<file path="config.mk">
export PLATFORM = sky130hd
export DESIGN_NAME = fetchUnit
export DESIGN_NICKNAME = d
export VERILOG_FILES = /design/src/source/cpuPkg.sv /design/src/source/fetchUnit.sv
export SDC_FILE = /design/constraint.sdc
export NUM_CORES = 2
export LEC_CHECK = 0
export CORE_UTILIZATION = 40
export DETAILED_ROUTE_END_ITERATION = 12
export DONT_BUFFER_PORTS = 1
export GPL_TIMING_DRIVEN = 0
export PLACE_DENSITY = 0.66
export SETUP_SLACK_MARGIN = 0.2
export SYNTH_ARGS = -nofsm -noshare
export SYNTH_HDL_FRONTEND = slang
export SYNTH_SLANG_ARGS = --single-unit
</file>
<file path="constraint.sdc">
create_clock -name CLK -period 5.69 [get_ports CLK]
set_input_delay 0.8535 -clock CLK [delete_from_list [all_inputs] [get_ports CLK]]
set_output_delay 0.8535 -clock CLK [all_outputs]
set_load 0.005 [all_outputs]
</file>
<file path="src/source/cpuPkg.sv">
`default_nettype none

package cpuPkg;

    // Data and address word width
    localparam int xlen = 32;

    // Major opcodes the core understands, everything else runs as a no-op
    typedef enum logic [6:0] {
        opReg    = 7'b0110011, // add sub and or xor slt
        opImm    = 7'b0010011, // addi only
        opLoad   = 7'b0000011, // lw only
        opStore  = 7'b0100011, // sw only
        opBranch = 7'b1100011  // beq only
    } opcodeT;

    // funct3 values of the supported forms
    localparam logic [2:0] f3AddSub = 3'b000;
    localparam logic [2:0] f3Slt    = 3'b010;
    localparam logic [2:0] f3Xor    = 3'b100;
    localparam logic [2:0] f3Or     = 3'b110;
    localparam logic [2:0] f3And    = 3'b111;
    localparam logic [2:0] f3Word   = 3'b010; // lw and sw
    localparam logic [2:0] f3Beq    = 3'b000;

    // ALU operations
    typedef enum logic [2:0] {
        aluAdd,
        aluSub,
        aluAnd,
        aluOr,
        aluXor,
        aluSlt // Signed compare, result 0 or 1
    } aluOpT;

endpackage

`default_nettype wire

</file>
<file path="src/source/fetchUnit.sv">
`default_nettype none

// Program counter plus the instruction store
// Store is written through the load port, independent of reset
module fetchUnit import cpuPkg::*; #(
    parameter int instDepth = 64
) (
    input  logic            CLK,
    input  logic            RST,
    input  logic            loadEn,
    input  logic [xlen-1:0] loadAddr,
    input  logic [xlen-1:0] loadInst,
    input  logic            branchTaken,
    input  logic [xlen-1:0] branchTarget,
    output logic [xlen-1:0] pc,
    output logic [xlen-1:0] inst
);

    // Word index bits, depth taken as a power of two so the slice wraps
    localparam int idxW = $clog2(instDepth);

    logic [xlen-1:0] instMem [instDepth];
    logic [idxW-1:0] loadIdx;
    logic [idxW-1:0] fetchIdx;
    logic [xlen-1:0] pcPlus4;
    logic [xlen-1:0] pcNext;

    assign loadIdx  = loadAddr[idxW+1:2];
    assign fetchIdx = pc[idxW+1:2];

    // Program load, also allowed while the core sits in reset
    always_ff @(posedge CLK) begin
        if (loadEn) begin
            instMem[loadIdx] <= loadInst;
        end
    end

    assign inst = instMem[fetchIdx]; // Combinational fetch

    assign pcPlus4 = pc + xlen'(4);
    assign pcNext  = branchTaken ? branchTarget : pcPlus4;

    always_ff @(posedge CLK) begin
        if (RST) begin
            pc <= '0;
        end else begin
            pc <= pcNext; // One instruction per edge
        end
    end

endmodule

`default_nettype wire

</file>
==> metrics <==
CP Capture Type output pin; Final min period 5.39 ns; non-filler instance count after layout 6720; NumNets Final 3988; distinct cell type count after synthesis 46; Initial Util 40.2%; first-pass GRT wire length 302000 µm; Skew-Pair Late Insertion Delay 0.84 ns; CTS root buffer clkbuf_16; critical path data required time 4.84 ns; number of synthesized flops with an enable pin 2048; DR pass1 iterations 7; routed wire length 217000 µm; Core Area 199000 µm²; # hold bufs at CTS 0; Slew HR 3.49%; # Max-Cap Violations 0; Die ar. 202000 µm²; WL/cell 32.3 µm; Placer Congestion 0.853; DR iter-0 viols 5194; critical path data arrival time 4.54 ns; CTS clk-pin slew, worst paths 0.06 ns; maximum vdd drop 0.315 mV; WS Path Type reg -> out; antenna violations before repair 16; LEAKAGE 27.8 nW; vias in the first global route 39300; pwr dens 351 nW/µm²; setup ws final 0.296 ns; Reg2Reg Depth 8; Fin. Hold Viols 0; Post-Syn Nets 3709; residual DRC count 0; Syn Inst Count 3608; Clock Path Buffers 3; IO Count 164; routed vias 39400; Total Power 32.4 mW; RSZ-0062 raised after global routing false; fin util 46.2%; mapped cell area 80300 µm²; Synth Register Bits 2080; cells taking the most area after synthesis edfxtp_1 77%, mux4_2 14%, mux2i_1 2.3%; commonest cells after routing, fill and taps aside 2048 x edfxtp_1, 492 x mux4_2, 208 x clkbuf_16; Num CTS Buffers 204; Yosys top cell by area edfxtp_1; share of the synthesized area in the top cell type 76.6%; grt ovf 0; min-delay worst type in -> reg; Clock Skews 0.00293 ns; fmax 0.185 GHz; share of layout cells above drive strength 1 27.8%; Hold Crit Depth 1; chip height 450 µm; Area growth syn-to-layout 14.9%; CP max FO 10; Final Max Tran Viols 0; Top FF cell, synth edfxtp_1; final period utilization 94.8%; CTS H-tree lvls 4; Clock Sinks 2080; Syn Area/Cell 22.2 µm²; HPWL after DPL 141000 µm; WHS 0.0788 ns; post-CTS setup buffers 0; placed insts 6337; Setup WS pre-CTS -0.0298 ns; status finished clean; endpoints failing setup 0; Routed Antenna Nets 0; Die Wd 450 µm; Syn. warnings 0; CTS tree built; Least-Margin Pin Slew 1.45 ns; Seq/Total Area, Yosys 77.4%; asr flop ratio synth 0%; number of port buffers 0; startpoint class of the critical path flop; largest net degree at the start of global routing 65; via/cell ratio 5.87; GRT Util Overall 21.3%; commonest non-fill, non-tap cell in the layout edfxtp_1; Rows 164
## Yosys cell counts, drive strengths merged, types with 5 or more instances
| cell | n |
|---|---|
| buf | 148 |
| a22o | 7 |
| nor2 | 131 |
| nand3 | 31 |
| dfxtp | 32 |
| and3 | 13 |
| a211o | 7 |
| o221ai | 6 |
| o21ai | 33 |
| mux4 | 492 |
| xnor2 | 10 |
| edfxtp | 2048 |
| clkbuf | 54 |
| nand2b | 8 |
| mux2 | 66 |
| xor2 | 17 |
| or3 | 5 |
| nor3 | 10 |
| nand4 | 9 |
| a211oi | 52 |
| o22ai | 66 |
| a2111oi | 11 |
| nor2b | 25 |
| a21oi | 23 |
| nand2 | 72 |
| o2111ai | 10 |
| mux2i | 183 |
## logic make-up after synthesis
group           share of synthesized area, %
xor+xnor                               0.295
mux                                     17.0
flops                                   77.4
fa+ha+maj                             0.0156
simple gates                            1.83
compound gates                          2.03
buf+inv                                 1.39
## routing by layer
layer  share of wire [%]  vias up  global-route usage [%]
li1                    -    15800                       -
met1                  37    21100                    27.8
met2                  49     2162                    34.5
met3                  10      381                    5.13
met4                 3.8        2                    8.06
met5              0.0060        -                       0
## final timing paths
check,start,to,slack [ns]
setup / recovery,pc[5],inst[25],0.30
hold / removal,RST,pc[18],0.08
setup reg to reg,pc[5],pc[6],2.11
hold reg to reg,pc[1],pc[1],0.54
## registers in the layout, indices dropped and copies added, names as in the netlist
name,flops
instMem,2048
pc,32
## what timing repair did
action / 4_1_cts / 5_1_grt
setup endpoints to repair: 32 / 0
resized for setup: 23 / 0
hold endpoints to repair: 0 / 0
## final cells by class
cell class,instances,area [µm²]
antenna,8,20.0
buffer,202,1130
clock buffer,252,5370
clock inverter,123,1290
fill,16200,107000
inverter,3,11.3
multi-input combinational,1323,17500
sequential,2080,62100
tap,2656,3320
timing repair buffer,73,1380
## critical path, stage by stage, from the launching register on
cell       delay [ns]
dfxtp_2          0.67
buf_2            0.37
buf_2            0.43
buf_1            1.07
mux4_2           0.50
o2111ai_1        0.45
nand2_1          0.19
## metrics by stage
| stage | setup TNS [ns] | instance area (µm²) |
|---|---|---|
| 2_1_floorplan | 0 | 80300 |
| 3_3_place_gp | -101.05 | 83600 |
| 3_5_place_dp | -0.0298 | 85400 |
| 4_1_cts | 0 | 92200 |
| 5_1_grt | 0 | 92200 |
| 6_report | 0 | 92200 |
## where the power goes
group / switching (mW) / internal (mW)
logic: 1.13 / 0.782
clock network: 5.80 / 7.67
registers: 0.0522 / 16.9
Power figures use the tool's default switching activity.
