**src/source/cpuPkg.sv**
```systemverilog
`default_nettype none

package cpuPkg;

    // Data and address word width
    localparam int xlen = 32;

    // Major opcodes the core understands, everything else runs as a no-op
    typedef enum logic [6:0] {
        opReg    = 7'b0110011, // add sub and or xor slt
        opImm    = 7'b0010011, // addi only
        opLoad   = 7'b0000011, // lw only
        opStore  = 7'b0100011, // sw only
        opBranch = 7'b1100011  // beq only
    } opcodeT;

    // funct3 values of the supported forms
    localparam logic [2:0] f3AddSub = 3'b000;
    localparam logic [2:0] f3Slt    = 3'b010;
    localparam logic [2:0] f3Xor    = 3'b100;
    localparam logic [2:0] f3Or     = 3'b110;
    localparam logic [2:0] f3And    = 3'b111;
    localparam logic [2:0] f3Word   = 3'b010; // lw and sw
    localparam logic [2:0] f3Beq    = 3'b000;

    // ALU operations
    typedef enum logic [2:0] {
        aluAdd,
        aluSub,
        aluAnd,
        aluOr,
        aluXor,
        aluSlt // Signed compare, result 0 or 1
    } aluOpT;

endpackage

`default_nettype wire

```
**src/source/regFile.sv**
```systemverilog
`default_nettype none

// 32 x xlen register file, x0 hardwired to zero
module regFile import cpuPkg::*; (
    input  logic            CLK,
    input  logic            RST,
    input  logic [4:0]      rs1,
    input  logic [4:0]      rs2,
    input  logic [4:0]      rd,
    input  logic [xlen-1:0] wbData,
    input  logic            regWrite,
    input  logic [4:0]      dbgReg,
    output logic [xlen-1:0] rd1,
    output logic [xlen-1:0] rd2,
    output logic [xlen-1:0] dbgData
);

    logic [xlen-1:0] regs [1:31]; // No storage behind x0

    always_ff @(posedge CLK) begin
        if (RST) begin
            for (int i = 1; i < 32; i++) begin
                regs[i] <= '0;
            end
        end else if (regWrite && (rd != 5'd0)) begin
            regs[rd] <= wbData;
        end
    end

    // Plain combinational reads, a same-edge write shows up next cycle
    assign rd1     = (rs1 == 5'd0) ? '0 : regs[rs1];
    assign rd2     = (rs2 == 5'd0) ? '0 : regs[rs2];
    assign dbgData = (dbgReg == 5'd0) ? '0 : regs[dbgReg]; // Debug port

endmodule

`default_nettype wire

```
**config.mk**
```make
export PLATFORM = sky130hd
export DESIGN_NAME = regFile
export DESIGN_NICKNAME = d
export VERILOG_FILES = /design/src/source/cpuPkg.sv /design/src/source/regFile.sv
export SDC_FILE = /design/constraint.sdc
export NUM_CORES = 2
export LEC_CHECK = 0
export BUFFER_PORTS_ARGS = -buffer_cell sky130_fd_sc_hd__buf_2
export CAP_MARGIN = 10
export CELL_PAD_IN_SITES_DETAIL_PLACEMENT = 0
export CELL_PAD_IN_SITES_GLOBAL_PLACEMENT = 1
export CORE_MARGIN = 2
export CORE_UTILIZATION = 45
export CTS_CLUSTER_DIAMETER = 60
export CTS_CLUSTER_SIZE = 25
export DETAILED_ROUTE_END_ITERATION = 12
export PLACE_DENSITY_LB_ADDON = 0.1
export SYNTH_ARGS = -nofsm -noshare
export SYNTH_HDL_FRONTEND = slang
export SYNTH_SLANG_ARGS = --single-unit
```
**constraint.sdc**
```tcl
create_clock -name CLK -period 1.8 [get_ports CLK]
set_input_delay 0 -clock CLK [delete_from_list [all_inputs] [get_ports CLK]]
set_output_delay 0 -clock CLK [all_outputs]
set_load 0.03 [all_outputs]
```
==> summary.txt <==
Die
  • Core Rows: ~140
  • Placeable core region: 0.1377 mm²
  • Chip Width: 376.9 µm
  • Starting density of the core: 0.4545
  • Die area: 0.1420 mm²
  • Vertical die dimension: 376.9 µm
  • Number of top-level pins: ~150

STA
  • Clock period minus final worst setup slack: 2757 ps
  • RSZ-0062 raised after global routing: true
  • Post-route clock period utilization: 1.532
  • Final hold viol count: 0
  • Post-route setup TNS: -76470 ps
  • Number of endpoints failing setup at the final stage: 96
  • Worst relative slew slack: 0.2250
  • Least-Margin Pin Slew: 1160 ps
  • FMAX: around 360 MHz
  • Worst hold slack: 146.5 ps
  • Final critical-path setup slack: -957.2 ps
  • Pins Over Slew Limit: 0

Detailed routing
  • Total met2 wirelength after detailed routing: 116.6 mm
  • Detailed-route vias per instance: around 6.5
  • Post-route antenna net violation count: 0
  • Average routed wire per standard cell: 35.98 µm
  • DR pass1 iterations: 5
  • Met1 layer wirelength in the final routing: 99.06 mm
  • Vias after detailed routing: 46500
  • # DRC: 0
  • 1st-iter DRT viols: between 6000 and 7000
  • Post-detailed-routing wire length: 255.8 mm
  • Amount of wire on met3 after detailed routing: 23.50 mm
  • Highest routing layer actually used: met5

Cells and area
  • Final #Nets: 5265
  • Final std cell area, no fill: between 0.08 and 0.09 mm²
  • Biggest regs: regs x1024
  • Number of flip-flops in the largest register: 1024
  • Fraction of layout instances using a drive strength above 1: 0.4594
  • Register bank with the most flops: regs
  • Number of fillers in the final layout: 10600
  • Post-synthesis to final-layout area growth: 30.25%

GRT
  • Wire length of the first global-routing pass: 355.6 mm
  • Pin count of the biggest net entering global routing: 38
  • Number of antenna violations at the first check in global routing: 22
  • Remaining global-route overflow: 0
  • Vias in the first global route: about 46000
  • Overall fraction of global-route tracks in use: 0.3605

Worst setup path
  • WS Path Type: reg2out
  • Cells along the critical path: mux4_2, mux4_2, o22ai_2, buf_6, nor3_4, buf_6
  • Critical path capture point type: primary output
  • Critical path data required time: approximately 1800 ps
  • Critical-path cell with the highest stage delay: sky130_fd_sc_hd__mux4_2
  • Stages on the worst setup path: 6
  • Largest stage delay on the critical path: 600 ps
  • CP top delay family: multiplexers
  • Largest driver fanout on the critical path: 3
  • CP Buf/Inv Count: 2
  • Critical Path AT: 2760 ps
  • Worst setup SP type: flip-flop

Outcome
  • Failing checks: setup timing
  • Run status: finished with violations

Clock tree
  • Total CTS buffers: 113
  • Count of clock tree sinks: just over 1000
  • CTS max path bufs: 3
  • Reg clk slew, reported paths: around 70 ps
  • Number of levels the H-tree was split into: 3
  • Clock tree root buffer cell: sky130_fd_sc_hd__clkbuf_16
  • CTS tree: built

Synth
  • Post-synthesis sequential area ratio: 0.4915
  • Async set or reset register ratio after synthesis: 0
  • Total number of yosys warnings: 0
  • EDFF count, synth: 1024
  • Cell variety after synth: 42
  • Register bit count reported by yosys: 1024
  • Ys flop type: sky130_fd_sc_hd__edfxtp_1
  • Post-synthesis cell area: 0.06257 mm²
  • Count of mapped cells out of synthesis: roughly 4300
  • Average instance area after synthesis: 14.48 µm²

Run
  • Number of maximum-capacitance constraint violations: 0

Min path
  • Cell depth of the worst hold path: 6
  • Worst hold path type: in2reg

Pwr
  • IR drop worst, VDD: 0.9086 mV
  • Power density cells: 831.1 mW/mm²
  • P_leak: 30.26 nW

Place
  • Number of buffers inserted by port buffering: 150
  • DP HPWL: 174.9 mm
  • Setup Slack @ Placement: -848.7 ps
  • Area of placed instances: around 0.074 mm²
  • Gp weighted congestion: 0.9372
## cell usage after synthesis, types with 4 or more instances
| master | instances | area share |
|---|---|---|
| sky130_fd_sc_hd__and2_1 | 1012 | 0.10 |
| sky130_fd_sc_hd__mux2i_1 | 359 | 0.057 |
| sky130_fd_sc_hd__a22oi_1 | 71 | 0.0085 |
| sky130_fd_sc_hd__nor4_1 | 25 | 0.0025 |
| sky130_fd_sc_hd__buf_1 | 14 | 0.00084 |
| sky130_fd_sc_hd__nand3_1 | 6 | 0.00048 |
| sky130_fd_sc_hd__a2111oi_0 | 30 | 0.0042 |
| sky130_fd_sc_hd__mux2_2 | 64 | 0.012 |
| sky130_fd_sc_hd__a21oi_1 | 63 | 0.0050 |
| sky130_fd_sc_hd__buf_2 | 89 | 0.0071 |
| sky130_fd_sc_hd__a22o_1 | 63 | 0.0088 |
| sky130_fd_sc_hd__a311oi_1 | 4 | 0.00056 |
| sky130_fd_sc_hd__buf_4 | 35 | 0.0042 |
| sky130_fd_sc_hd__clkbuf_1 | 338 | 0.020 |
| sky130_fd_sc_hd__nor2_1 | 62 | 0.0037 |
| sky130_fd_sc_hd__edfxtp_1 | 1024 | 0.49 |
| sky130_fd_sc_hd__o22ai_1 | 69 | 0.0069 |
| sky130_fd_sc_hd__inv_1 | 26 | 0.0016 |
| sky130_fd_sc_hd__nor3_1 | 40 | 0.0032 |
| sky130_fd_sc_hd__nor2b_1 | 56 | 0.0056 |
| sky130_fd_sc_hd__nand2_1 | 21 | 0.0013 |
| sky130_fd_sc_hd__or2_2 | 32 | 0.0032 |
| sky130_fd_sc_hd__a221oi_1 | 25 | 0.0035 |
| sky130_fd_sc_hd__o221ai_1 | 28 | 0.0039 |
| sky130_fd_sc_hd__a211o_1 | 24 | 0.0034 |
| sky130_fd_sc_hd__mux4_2 | 623 | 0.22 |
| sky130_fd_sc_hd__nand2b_1 | 4 | 0.00040 |
| sky130_fd_sc_hd__o32ai_1 | 17 | 0.0024 |
| sky130_fd_sc_hd__nand3b_1 | 5 | 0.00060 |
| sky130_fd_sc_hd__buf_6 | 14 | 0.0025 |
| sky130_fd_sc_hd__a211oi_1 | 61 | 0.0073 |
## tightest hold or removal path, stage by stage
cell and delay (ps):
sky130_fd_sc_hd__buf_2 90, sky130_fd_sc_hd__nand4b_1 140, sky130_fd_sc_hd__buf_12 210, sky130_fd_sc_hd__nor2_4 90, sky130_fd_sc_hd__buf_4 130, sky130_fd_sc_hd__and2_1 110
## cells in the final DEF, fill, tap and decap left out, drive strengths merged, types with 40 or more instances in the layout
cell type / Yosys / final
clkbuf: 339 / 119
nor2b: 56 / 56
a21oi: 63 / 63
inv: 26 / 64
buf: 152 / 1202
mux4: 623 / 623
mux2i: 359 / 359
a211oi: 61 / 61
clkinv: 0 / 43
nor2: 62 / 62
nor3: 40 / 40
o22ai: 69 / 69
a22oi: 71 / 71
and2: 1012 / 1012
edfxtp: 1024 / 1024
a22o: 63 / 63
mux2: 64 / 64
## layout make-up
class,count,area (µm²),share of cell area
inverters,26,97.59,0.001198
clock inverters,95,1026,0.01259
multi-input cells,2811,32600,0.4000
diodes,6,15.01,0.0001842
well taps,1794,2245,0.02754
flip-flops and latches,1024,30750,0.3773
repair buffers,1234,11870,0.1456
clock buffers,119,2893,0.03550
## metrics by stage
step                      cells    util  total power [mW]
after floorplan            4352       -             35.48
after global placement     6801  0.5376             41.74
after detailed placement   6801  0.5376             41.85
after CTS                  7094  0.5882             67.57
after global routing       7104  0.5919             69.33
final                      7109  0.5920             67.73
## power by group
| part | internal, mW | switching (mW) |
|---|---|---|
| combinational | 6.96 | 7.66 |
| clock | 13.0 | 11.6 |
| sequential | 27.6 | 0.970 |
## path summary, 6_finish.rpt
check                   startpoint     endpoint
worst max-delay path  regs[25][12]      rd1[12]
worst min-delay path      regWrite  regs[11][4]
## logic make-up after synthesis
kind of cell / after synthesis / share of synthesized area
muxes: 1046 / 0.2932
AOI/OAI and AO/OA: 458 / 0.05481
buffers and inverters: 517 / 0.03663
and+or+nand+nor: 1275 / 0.1238
other: 1 / 0.00005993
DFF: 1024 / 0.4915
## routing by layer
metal,track usage,vias to the layer above
li1,-,18880
met1,0.4869,24180
met2,0.5570,2857
met4,0.1938,8
met3,0.06436,575
met5,0,-
## timing repair
| item | in CTS | in global routing |
|---|---|---|
| setup buffers | 60 | 12 |
| resized for setup | 488 | 87 |
| pin swaps | 138 | 39 |
| endpoints found under the setup margin | 96 | 96 |
| endpoints found under the hold margin | 1013 | 0 |
| hold buffers | 32 | 0 |
Power figures use the tool's default switching activity.
