### src/source/cpuPkg.sv
`default_nettype none

package cpuPkg;

    // Data and address word width
    localparam int xlen = 32;

    // Major opcodes the core understands, everything else runs as a no-op
    typedef enum logic [6:0] {
        opReg    = 7'b0110011, // add sub and or xor slt
        opImm    = 7'b0010011, // addi only
        opLoad   = 7'b0000011, // lw only
        opStore  = 7'b0100011, // sw only
        opBranch = 7'b1100011  // beq only
    } opcodeT;

    // funct3 values of the supported forms
    localparam logic [2:0] f3AddSub = 3'b000;
    localparam logic [2:0] f3Slt    = 3'b010;
    localparam logic [2:0] f3Xor    = 3'b100;
    localparam logic [2:0] f3Or     = 3'b110;
    localparam logic [2:0] f3And    = 3'b111;
    localparam logic [2:0] f3Word   = 3'b010; // lw and sw
    localparam logic [2:0] f3Beq    = 3'b000;

    // ALU operations
    typedef enum logic [2:0] {
        aluAdd,
        aluSub,
        aluAnd,
        aluOr,
        aluXor,
        aluSlt // Signed compare, result 0 or 1
    } aluOpT;

endpackage

`default_nettype wire

### src/source/controlUnit.sv
`default_nettype none

// Decode of the fetched word into register indices, immediate and controls
module controlUnit import cpuPkg::*; (
    input  logic [xlen-1:0] inst,
    output logic [4:0]      rs1,
    output logic [4:0]      rs2,
    output logic [4:0]      rd,
    output logic [xlen-1:0] imm,
    output aluOpT           aluOp,
    output logic            aluSrcImm,
    output logic            regWrite,
    output logic            memWrite,
    output logic            memToReg,
    output logic            isBranch
);

    opcodeT          opcode;
    logic [2:0]      funct3;
    logic            funct7b5;
    logic [xlen-1:0] immI;
    logic [xlen-1:0] immS;
    logic [xlen-1:0] immB;

    assign opcode   = opcodeT'(inst[6:0]);
    assign funct3   = inst[14:12];
    assign funct7b5 = inst[30]; // sub versus add

    assign rs1 = inst[19:15];
    assign rs2 = inst[24:20];
    assign rd  = inst[11:7];

    // Sign-extended immediates
    assign immI = {{(xlen-12){inst[31]}}, inst[31:20]};
    assign immS = {{(xlen-12){inst[31]}}, inst[31:25], inst[11:7]};
    // Branch offset in bytes, bit 0 always clear
    assign immB = {{(xlen-13){inst[31]}}, inst[31], inst[7], inst[30:25], inst[11:8], 1'b0};

    always_comb begin
        // Safe defaults give a no-op
        aluOp     = aluAdd;
        aluSrcImm = 1'b0;
        regWrite  = 1'b0;
        memWrite  = 1'b0;
        memToReg  = 1'b0;
        isBranch  = 1'b0;
        imm       = '0;

        case (opcode)
            opReg: begin
                regWrite = 1'b1;
                case (funct3)
                    f3AddSub: aluOp = funct7b5 ? aluSub : aluAdd;
                    f3Slt:    aluOp = aluSlt;
                    f3Xor:    aluOp = aluXor;
                    f3Or:     aluOp = aluOr;
                    f3And:    aluOp = aluAnd;
                    default:  regWrite = 1'b0; // Shifts and sltu left out
                endcase
            end
            opImm: begin
                imm       = immI;
                aluSrcImm = 1'b1;
                regWrite  = (funct3 == f3AddSub); // addi only
            end
            opLoad: begin
                imm       = immI;
                aluSrcImm = 1'b1;
                memToReg  = 1'b1;
                regWrite  = (funct3 == f3Word);
            end
            opStore: begin
                imm       = immS;
                aluSrcImm = 1'b1;
                memWrite  = (funct3 == f3Word);
            end
            opBranch: begin
                imm      = immB;
                aluOp    = aluSub; // Equal when difference is zero
                isBranch = (funct3 == f3Beq);
            end
            default: begin
                // Unknown opcode, nothing is written and nothing branches
            end
        endcase
    end

endmodule

`default_nettype wire

### config.mk
export PLATFORM = sky130hd
export DESIGN_NAME = controlUnit
export DESIGN_NICKNAME = d
export VERILOG_FILES = /design/src/source/cpuPkg.sv /design/src/source/controlUnit.sv
export SDC_FILE = /design/constraint.sdc
export NUM_CORES = 1
export LEC_CHECK = 0
export BUFFER_PORTS_ARGS = -buffer_cell sky130_fd_sc_hd__buf_2
export CORE_MARGIN = 1.5
export CORE_UTILIZATION = 28
export DETAILED_ROUTE_END_ITERATION = 7
export PLACE_DENSITY = 0.87
export SLEW_MARGIN = 10
export SYNTH_ARGS = -nofsm -noshare
export SYNTH_HDL_FRONTEND = slang
export SYNTH_SLANG_ARGS = --single-unit
export TNS_END_PERCENT = 1
### constraint.sdc
create_clock -name vclk -period 4.2
set_clock_uncertainty 0.15 [all_clocks]
set_input_delay 1.26 -clock vclk [all_inputs]
set_output_delay 1.26 -clock vclk [all_outputs]
set_load 0.02 [all_outputs]
==> results of run 1 <==
==> power by group <==
group          switching, mW  leakage (nW)  internal [mW]
clock                      0             0              0
combinational         0.0285         0.481         0.0209
sequential                 0             0              0
==> area by class of cell <==
cell class         instances  area [um^2]
fillers                  210         1180
inverters                  3         11.3
multi-input cells         38          290
well taps                 27         33.8
repair buffers            80          408
==> per-stage QoR <==
step                instances  power (mW)  area [um^2]  setup WS (ps)  hold WS, ps
floorplan                  79      0.0402          576           74.1         2450
global placement          148      0.0489          743            240         2370
detailed placement        148      0.0494          743            192         2370
CTS                       148      0.0495          743            192         2370
global route              148      0.0543          743           47.1         2370
finish                    148      0.0494          743            206         2370
==> cells in the final DEF (no fill, tap or decap), types with 2 or more instances in the layout <==
cell type,instances
nand2_1,3
inv_1,3
or3_1,2
a22o_1,4
buf_2,77
nor2_1,2
nor3_1,5
a21oi_1,2
buf_4,3
a21boi_1,5
==> final timing paths <==
path / from / end / depth (start not counted)
setup / recovery: inst[2] / aluOp[0] / 6
hold / removal: inst[17] / rs1[2] / 0
==> critical path, cell delays in order <==
cell	delay (ps)
buf_2	90
nand4bb_1	210
buf_4	190
or3_4	380
o32ai_2	260
buf_2	200
==> logic make-up after synthesis <==
logic type	share of synthesized area, %
XOR/XNOR	1.55
buffers and inverters	50.6
AO/OA/AOI/OAI	26.6
AND/OR/NAND/NOR	21.3
==> Yosys cell counts <==
cell type | n | area [um^2]
a211oi_1 | 1 | 7.51
a21boi_1 | 6 | 45.0
a21boi_2 | 1 | 11.3
a21o_1 | 1 | 7.51
a21oi_1 | 2 | 10.0
a22o_1 | 4 | 35.0
a22oi_1 | 1 | 7.51
a32o_1 | 1 | 10.0
and3_1 | 1 | 6.26
and3b_1 | 1 | 8.76
buf_2 | 3 | 15.0
buf_4 | 34 | 255
clkbuf_1 | 1 | 3.75
inv_1 | 3 | 11.3
nand2_1 | 3 | 11.3
nand4bb_1 | 1 | 11.3
nor2_1 | 2 | 7.51
nor3_1 | 5 | 25.0
nor3_2 | 1 | 10.0
nor3b_1 | 1 | 7.51
nor4b_1 | 1 | 8.76
o32ai_2 | 1 | 16.3
or3_1 | 2 | 12.5
or3_4 | 1 | 11.3
xnor2_1 | 1 | 8.76
==> layer usage <==
metal	global-route usage (%)	vias up	wire (um)
met5	0	-	0
met1	14.3	293	582
li1	-	328	-
met2	16.8	46	698
met3	0.377	0	181
met4	1.08	0	0
==> key figures, run 1 <==
Run status
  • Status: complete, no violations

Critical path
  • CP Class: in -> out
  • CP Max Fanout: 7
  • Startpoint type of the worst setup path: primary input
  • Crit path DAT: 2580 ps
  • WP data required: 2790 ps
  • Critical Path End Type: output pin

Floorplan
  • Die ar.: 0.00229 mm^2
  • IO Count: 87
  • Row cnt: 16
  • Core ar.: 0.00192 mm^2
  • Die W: 47.9 um
  • Initial Util: 29.4%
  • Die Ht: roughly 48 um

Routing
  • Final Routed Wirelength: 1460 um
  • Post-DRT Antenna Nets: 0
  • DRC: 0
  • Vias: between 600 and 700
  • Routed len/inst: 9.89 um
  • DRT Pass-1 Iters: 3
  • DRT iter0 DRCs: 11
  • Via density: 4.51

Clock tree
  • Hold buffers post-CTS: 0
  • Post-CTS Resized: 0
  • Postcts setup bufs: 0

Final layout
  • # clk buffers: 0
  • FFs & Latches: 0
  • Fraction of layout cells with a size suffix above 1: 70.2%
  • Area taken by flip-flops and latches: 0 um^2
  • Area Overhead vs Synth: 31.7%
  • Fin nets: 155
  • Core Util, Final: 38.7%
  • Antenna diode count: 0

STA
  • Unrepaired setup endpoints after global routing: no
  • Fin. max-slew vios: 0
  • Endpoints failing setup: 0
  • Tmin final: 3990 ps
  • Max transition margin: between 60% and 70%
  • Final setup TNS: 0 ps
  • Final Hold Vio Count: 0
  • F_max: 250 MHz
  • Final period util: 95.1%
  • Worst-Margin Slew: 459 ps

Global route
  • Initial antenna violation count: 0
  • Largest net degree at the start of global routing: 21
  • GRT Util Overall: under 10%
  • Vias in the first global route: between 400 and 500
  • First-pass GRT wire length: 1700 um
  • Overflow left after global routing: 0

Synthesis
  • Yosys cell types: 25
  • Cell area after synthesis: 564 um^2
  • Syn Nets: 111
  • Cell count after synthesis: 79
  • Synthesized area per cell: 7.14 um^2
  • Seq/Total Area, Yosys: 0%
  • Synth Warn #: 0

Power
  • Worst vdd ir: 35.2 uV
  • PwrDens: 66.4 mW/mm^2
  • Leak: 0.481 nW

Place
  • Detailed Place HPWL: 1290 um
  • IO buf count: 77
  • RD Place Congestion: 0.720

Min path
  • HP Class: in -> out

Flow run
  • Max_cap viols: 0
Power figures use the tool's default switching activity.
==> run 2, diff against run 1 <==
--- a/config.mk
+++ b/config.mk
@@ -7,9 +7,9 @@
 export LEC_CHECK = 0
 export BUFFER_PORTS_ARGS = -buffer_cell sky130_fd_sc_hd__buf_2
 export CORE_MARGIN = 1.5
-export CORE_UTILIZATION = 28
+export CORE_UTILIZATION = 33
 export DETAILED_ROUTE_END_ITERATION = 7
-export PLACE_DENSITY = 0.87
+export PLACE_DENSITY = 0.95
 export SLEW_MARGIN = 10
 export SYNTH_ARGS = -nofsm -noshare
 export SYNTH_HDL_FRONTEND = slang
==> constraint.sdc (replaced) <==
create_clock -name vclk -period 4.7
set_clock_uncertainty 0.15 [all_clocks]
set_input_delay 1.41 -clock vclk [all_inputs]
set_output_delay 1.41 -clock vclk [all_outputs]
set_load 0.02 [all_outputs]
==> run 2 against run 1 <==
The run now ends with design-rule violations left. Count of clock-buffer cells in the layout unchanged. Non-clock buffer count decreased by 2. Combinational power decreased by 12%. Total power decreased by 11%. Routed wire length increased by 7.2%. Via count decreased by 1.2%. Critical path depth decreased by 1. Core utilization increased by 6.7 points. First-iteration DRC count increased to 2.5 times the previous value. Critical path type unchanged. Critical endpoint is now imm[15]. Largest power group unchanged.
==> key figures, run 2 (synthesis gave the netlist of run 1 again) <==
STA
  • F_max: 220 MHz
  • Tmin final: between 4000 and 5000 ps
  • Worst-Margin Slew: 531 ps (+72.3 ps)
  • Fin. max-slew vios: 0 (unchanged)
  • Unrepaired setup endpoints after global routing: no
  • Final setup TNS: 0 ps (unchanged)
  • Final Hold Vio Count: 0 (unchanged)
  • Final period util: 96.6%
  • Endpoints failing setup: 0 (unchanged)
  • Max transition margin: 64.4% (-4.8 points)

Place
  • IO buf count: 77 (unchanged)
  • Detailed Place HPWL: 1340 um (+4.2%)
  • RD Place Congestion: 0.840 (+17%)

Clock tree
  • Postcts setup bufs: 0 (unchanged)
  • Post-CTS Resized: 0 (unchanged)
  • Hold buffers post-CTS: 0 (unchanged)

Floorplan
  • Die W: 44.4 um (-7.4%)
  • Die ar.: 0.00197 mm^2 (-14%)
  • Core ar.: 0.00156 mm^2 (-19%)
  • IO Count: 87 (unchanged)
  • Row cnt: 14 (-2)
  • Die Ht: 44.4 um (-7.4%)
  • Initial Util: 36.2% (+6.8 points)

Final layout
  • Fin nets: 153 (-1.3%)
  • # clk buffers: 0 (unchanged)
  • Fraction of layout cells with a size suffix above 1: 69.7% (-0.50 points)
  • FFs & Latches: 0 (unchanged)
  • Area taken by flip-flops and latches: 0 um^2 (unchanged)
  • Most frequent cells in the layout: buf_2 (77), a21boi_1 (5), nor3_1 (5), a22o_1 (4)
  • Area Overhead vs Synth: 25.3%
  • Antenna diode count: 0 (unchanged)
  • Commonest non-fill, non-tap cell in the layout: buf_2

Routing
  • Routed len/inst: 11.6 um (+18%)
  • DRC: 8 (+8)
  • DRT Pass-1 Iters: 8 (+5)
  • Post-DRT Antenna Nets: 0 (unchanged)
  • Vias: 659 (-1.2%)
  • DRT iter0 DRCs: 28 (+17)
  • Final Routed Wirelength: 1570 um (+7.2%)
  • Via density: 4.88 (+8.3%)

Global route
  • GRT Util Overall: 13.9% (+4.0 points)
  • Overflow left after global routing: 0 (unchanged)
  • Initial antenna violation count: 0 (unchanged)
  • Largest net degree at the start of global routing: 21 (unchanged)
  • First-pass GRT wire length: 2200 um (+29%)
  • Vias in the first global route: 529 (+28%)

Critical path
  • CP Cell Sequence: buf_2 -> nand4bb_1 -> or3_1 -> a21boi_2 -> buf_2
  • Crit path DAT: 2980 ps (+400 ps)
  • Critical Path End Type: output pin
  • Crit-path max cell delay: 500 ps (+120 ps)
  • Startpoint type of the worst setup path: primary input
  • Slowest library cell on the worst path: a21boi_2
  • Critical Path Start: inst[2]
  • Most used cell, CP: buf_2
  • WP data required: 3140 ps (+350 ps)
  • CP Max Fanout: 20 (+13)
  • CP Class: in -> out

Power
  • Tot Pwr: 0.0437 mW (-11%)
  • PwrDens: 61.8 mW/mm^2 (-6.9%)
  • Leak: 0.468 nW (-2.6%)
  • Worst vdd ir: 22.7 uV (-36%)

Flow run
  • Max_cap viols: 0 (unchanged)

Min path
  • HP Class: in -> out
  • Worst Min Path Start: inst[16]

Run status
  • Status: finished, violations left
  • Violated checks: design-rule violations
run 2: cell types whose count changed in the layout (fill, tap and decap cells not counted):
cell | previous run | this run
a21boi_2 | 1 | 2
buf_4 | 3 | 1
a21boi_4 | 1 | 0
run 2: report_power, final:
| part | total [mW] | switching, mW | leakage, nW | internal [mW] |
|---|---|---|---|---|
| Clock | 0 | 0 | 0 | 0 |
| Combinational | 0.0437 | 0.0254 | 0.468 | 0.0182 |
| Sequential | 0 | 0 | 0 | 0 |
run 2: worst paths after layout:
| path | slack, ps | to | cells past startpoint |
|---|---|---|---|
| worst max-delay path | 160 | imm[15] | 5 |
| worst min-delay path | 2670 | rs1[1] | 0 |
run 2: metal layers:
metal | track usage, % | vias up | part of all wire, %
li1 | - | 323 | -
met1 | 16.1 | 284 | 36
met2 | 27.6 | 48 | 52
met3 | 0.408 | 4 | 12
met4 | 3.03 | 0 | 0.38
met5 | 0 | - | 0
run 2: cell type report:
cell class / count / area (um^2)
fill: 159 / 852
timing repair buffer: 78 / 393
multi-input combinational: 38 / 283
tap: 16 / 20.0
inverter: 3 / 11.3
run 2: critical path, delay by kind of cell:
| kind | cells | cell delay [ps] |
|---|---|---|
| AO/OA/AOI/OAI | 1 | 500 |
| buffers and inverters | 2 | 360 |
| AND/OR/NAND/NOR | 2 | 700 |
run 2: through the flow:
stage	instance area [um^2]	util [%]	std cells	setup WS (ps)	hold WS, ps
detailed placement	707	45.3	135	127	2670
global placement	707	45.3	135	239	2670
global route	707	45.3	135	3.27	2670
finish	707	45.3	135	159	2670
CTS	707	45.3	135	130	2670
floorplan	568	-	79	50.1	2750
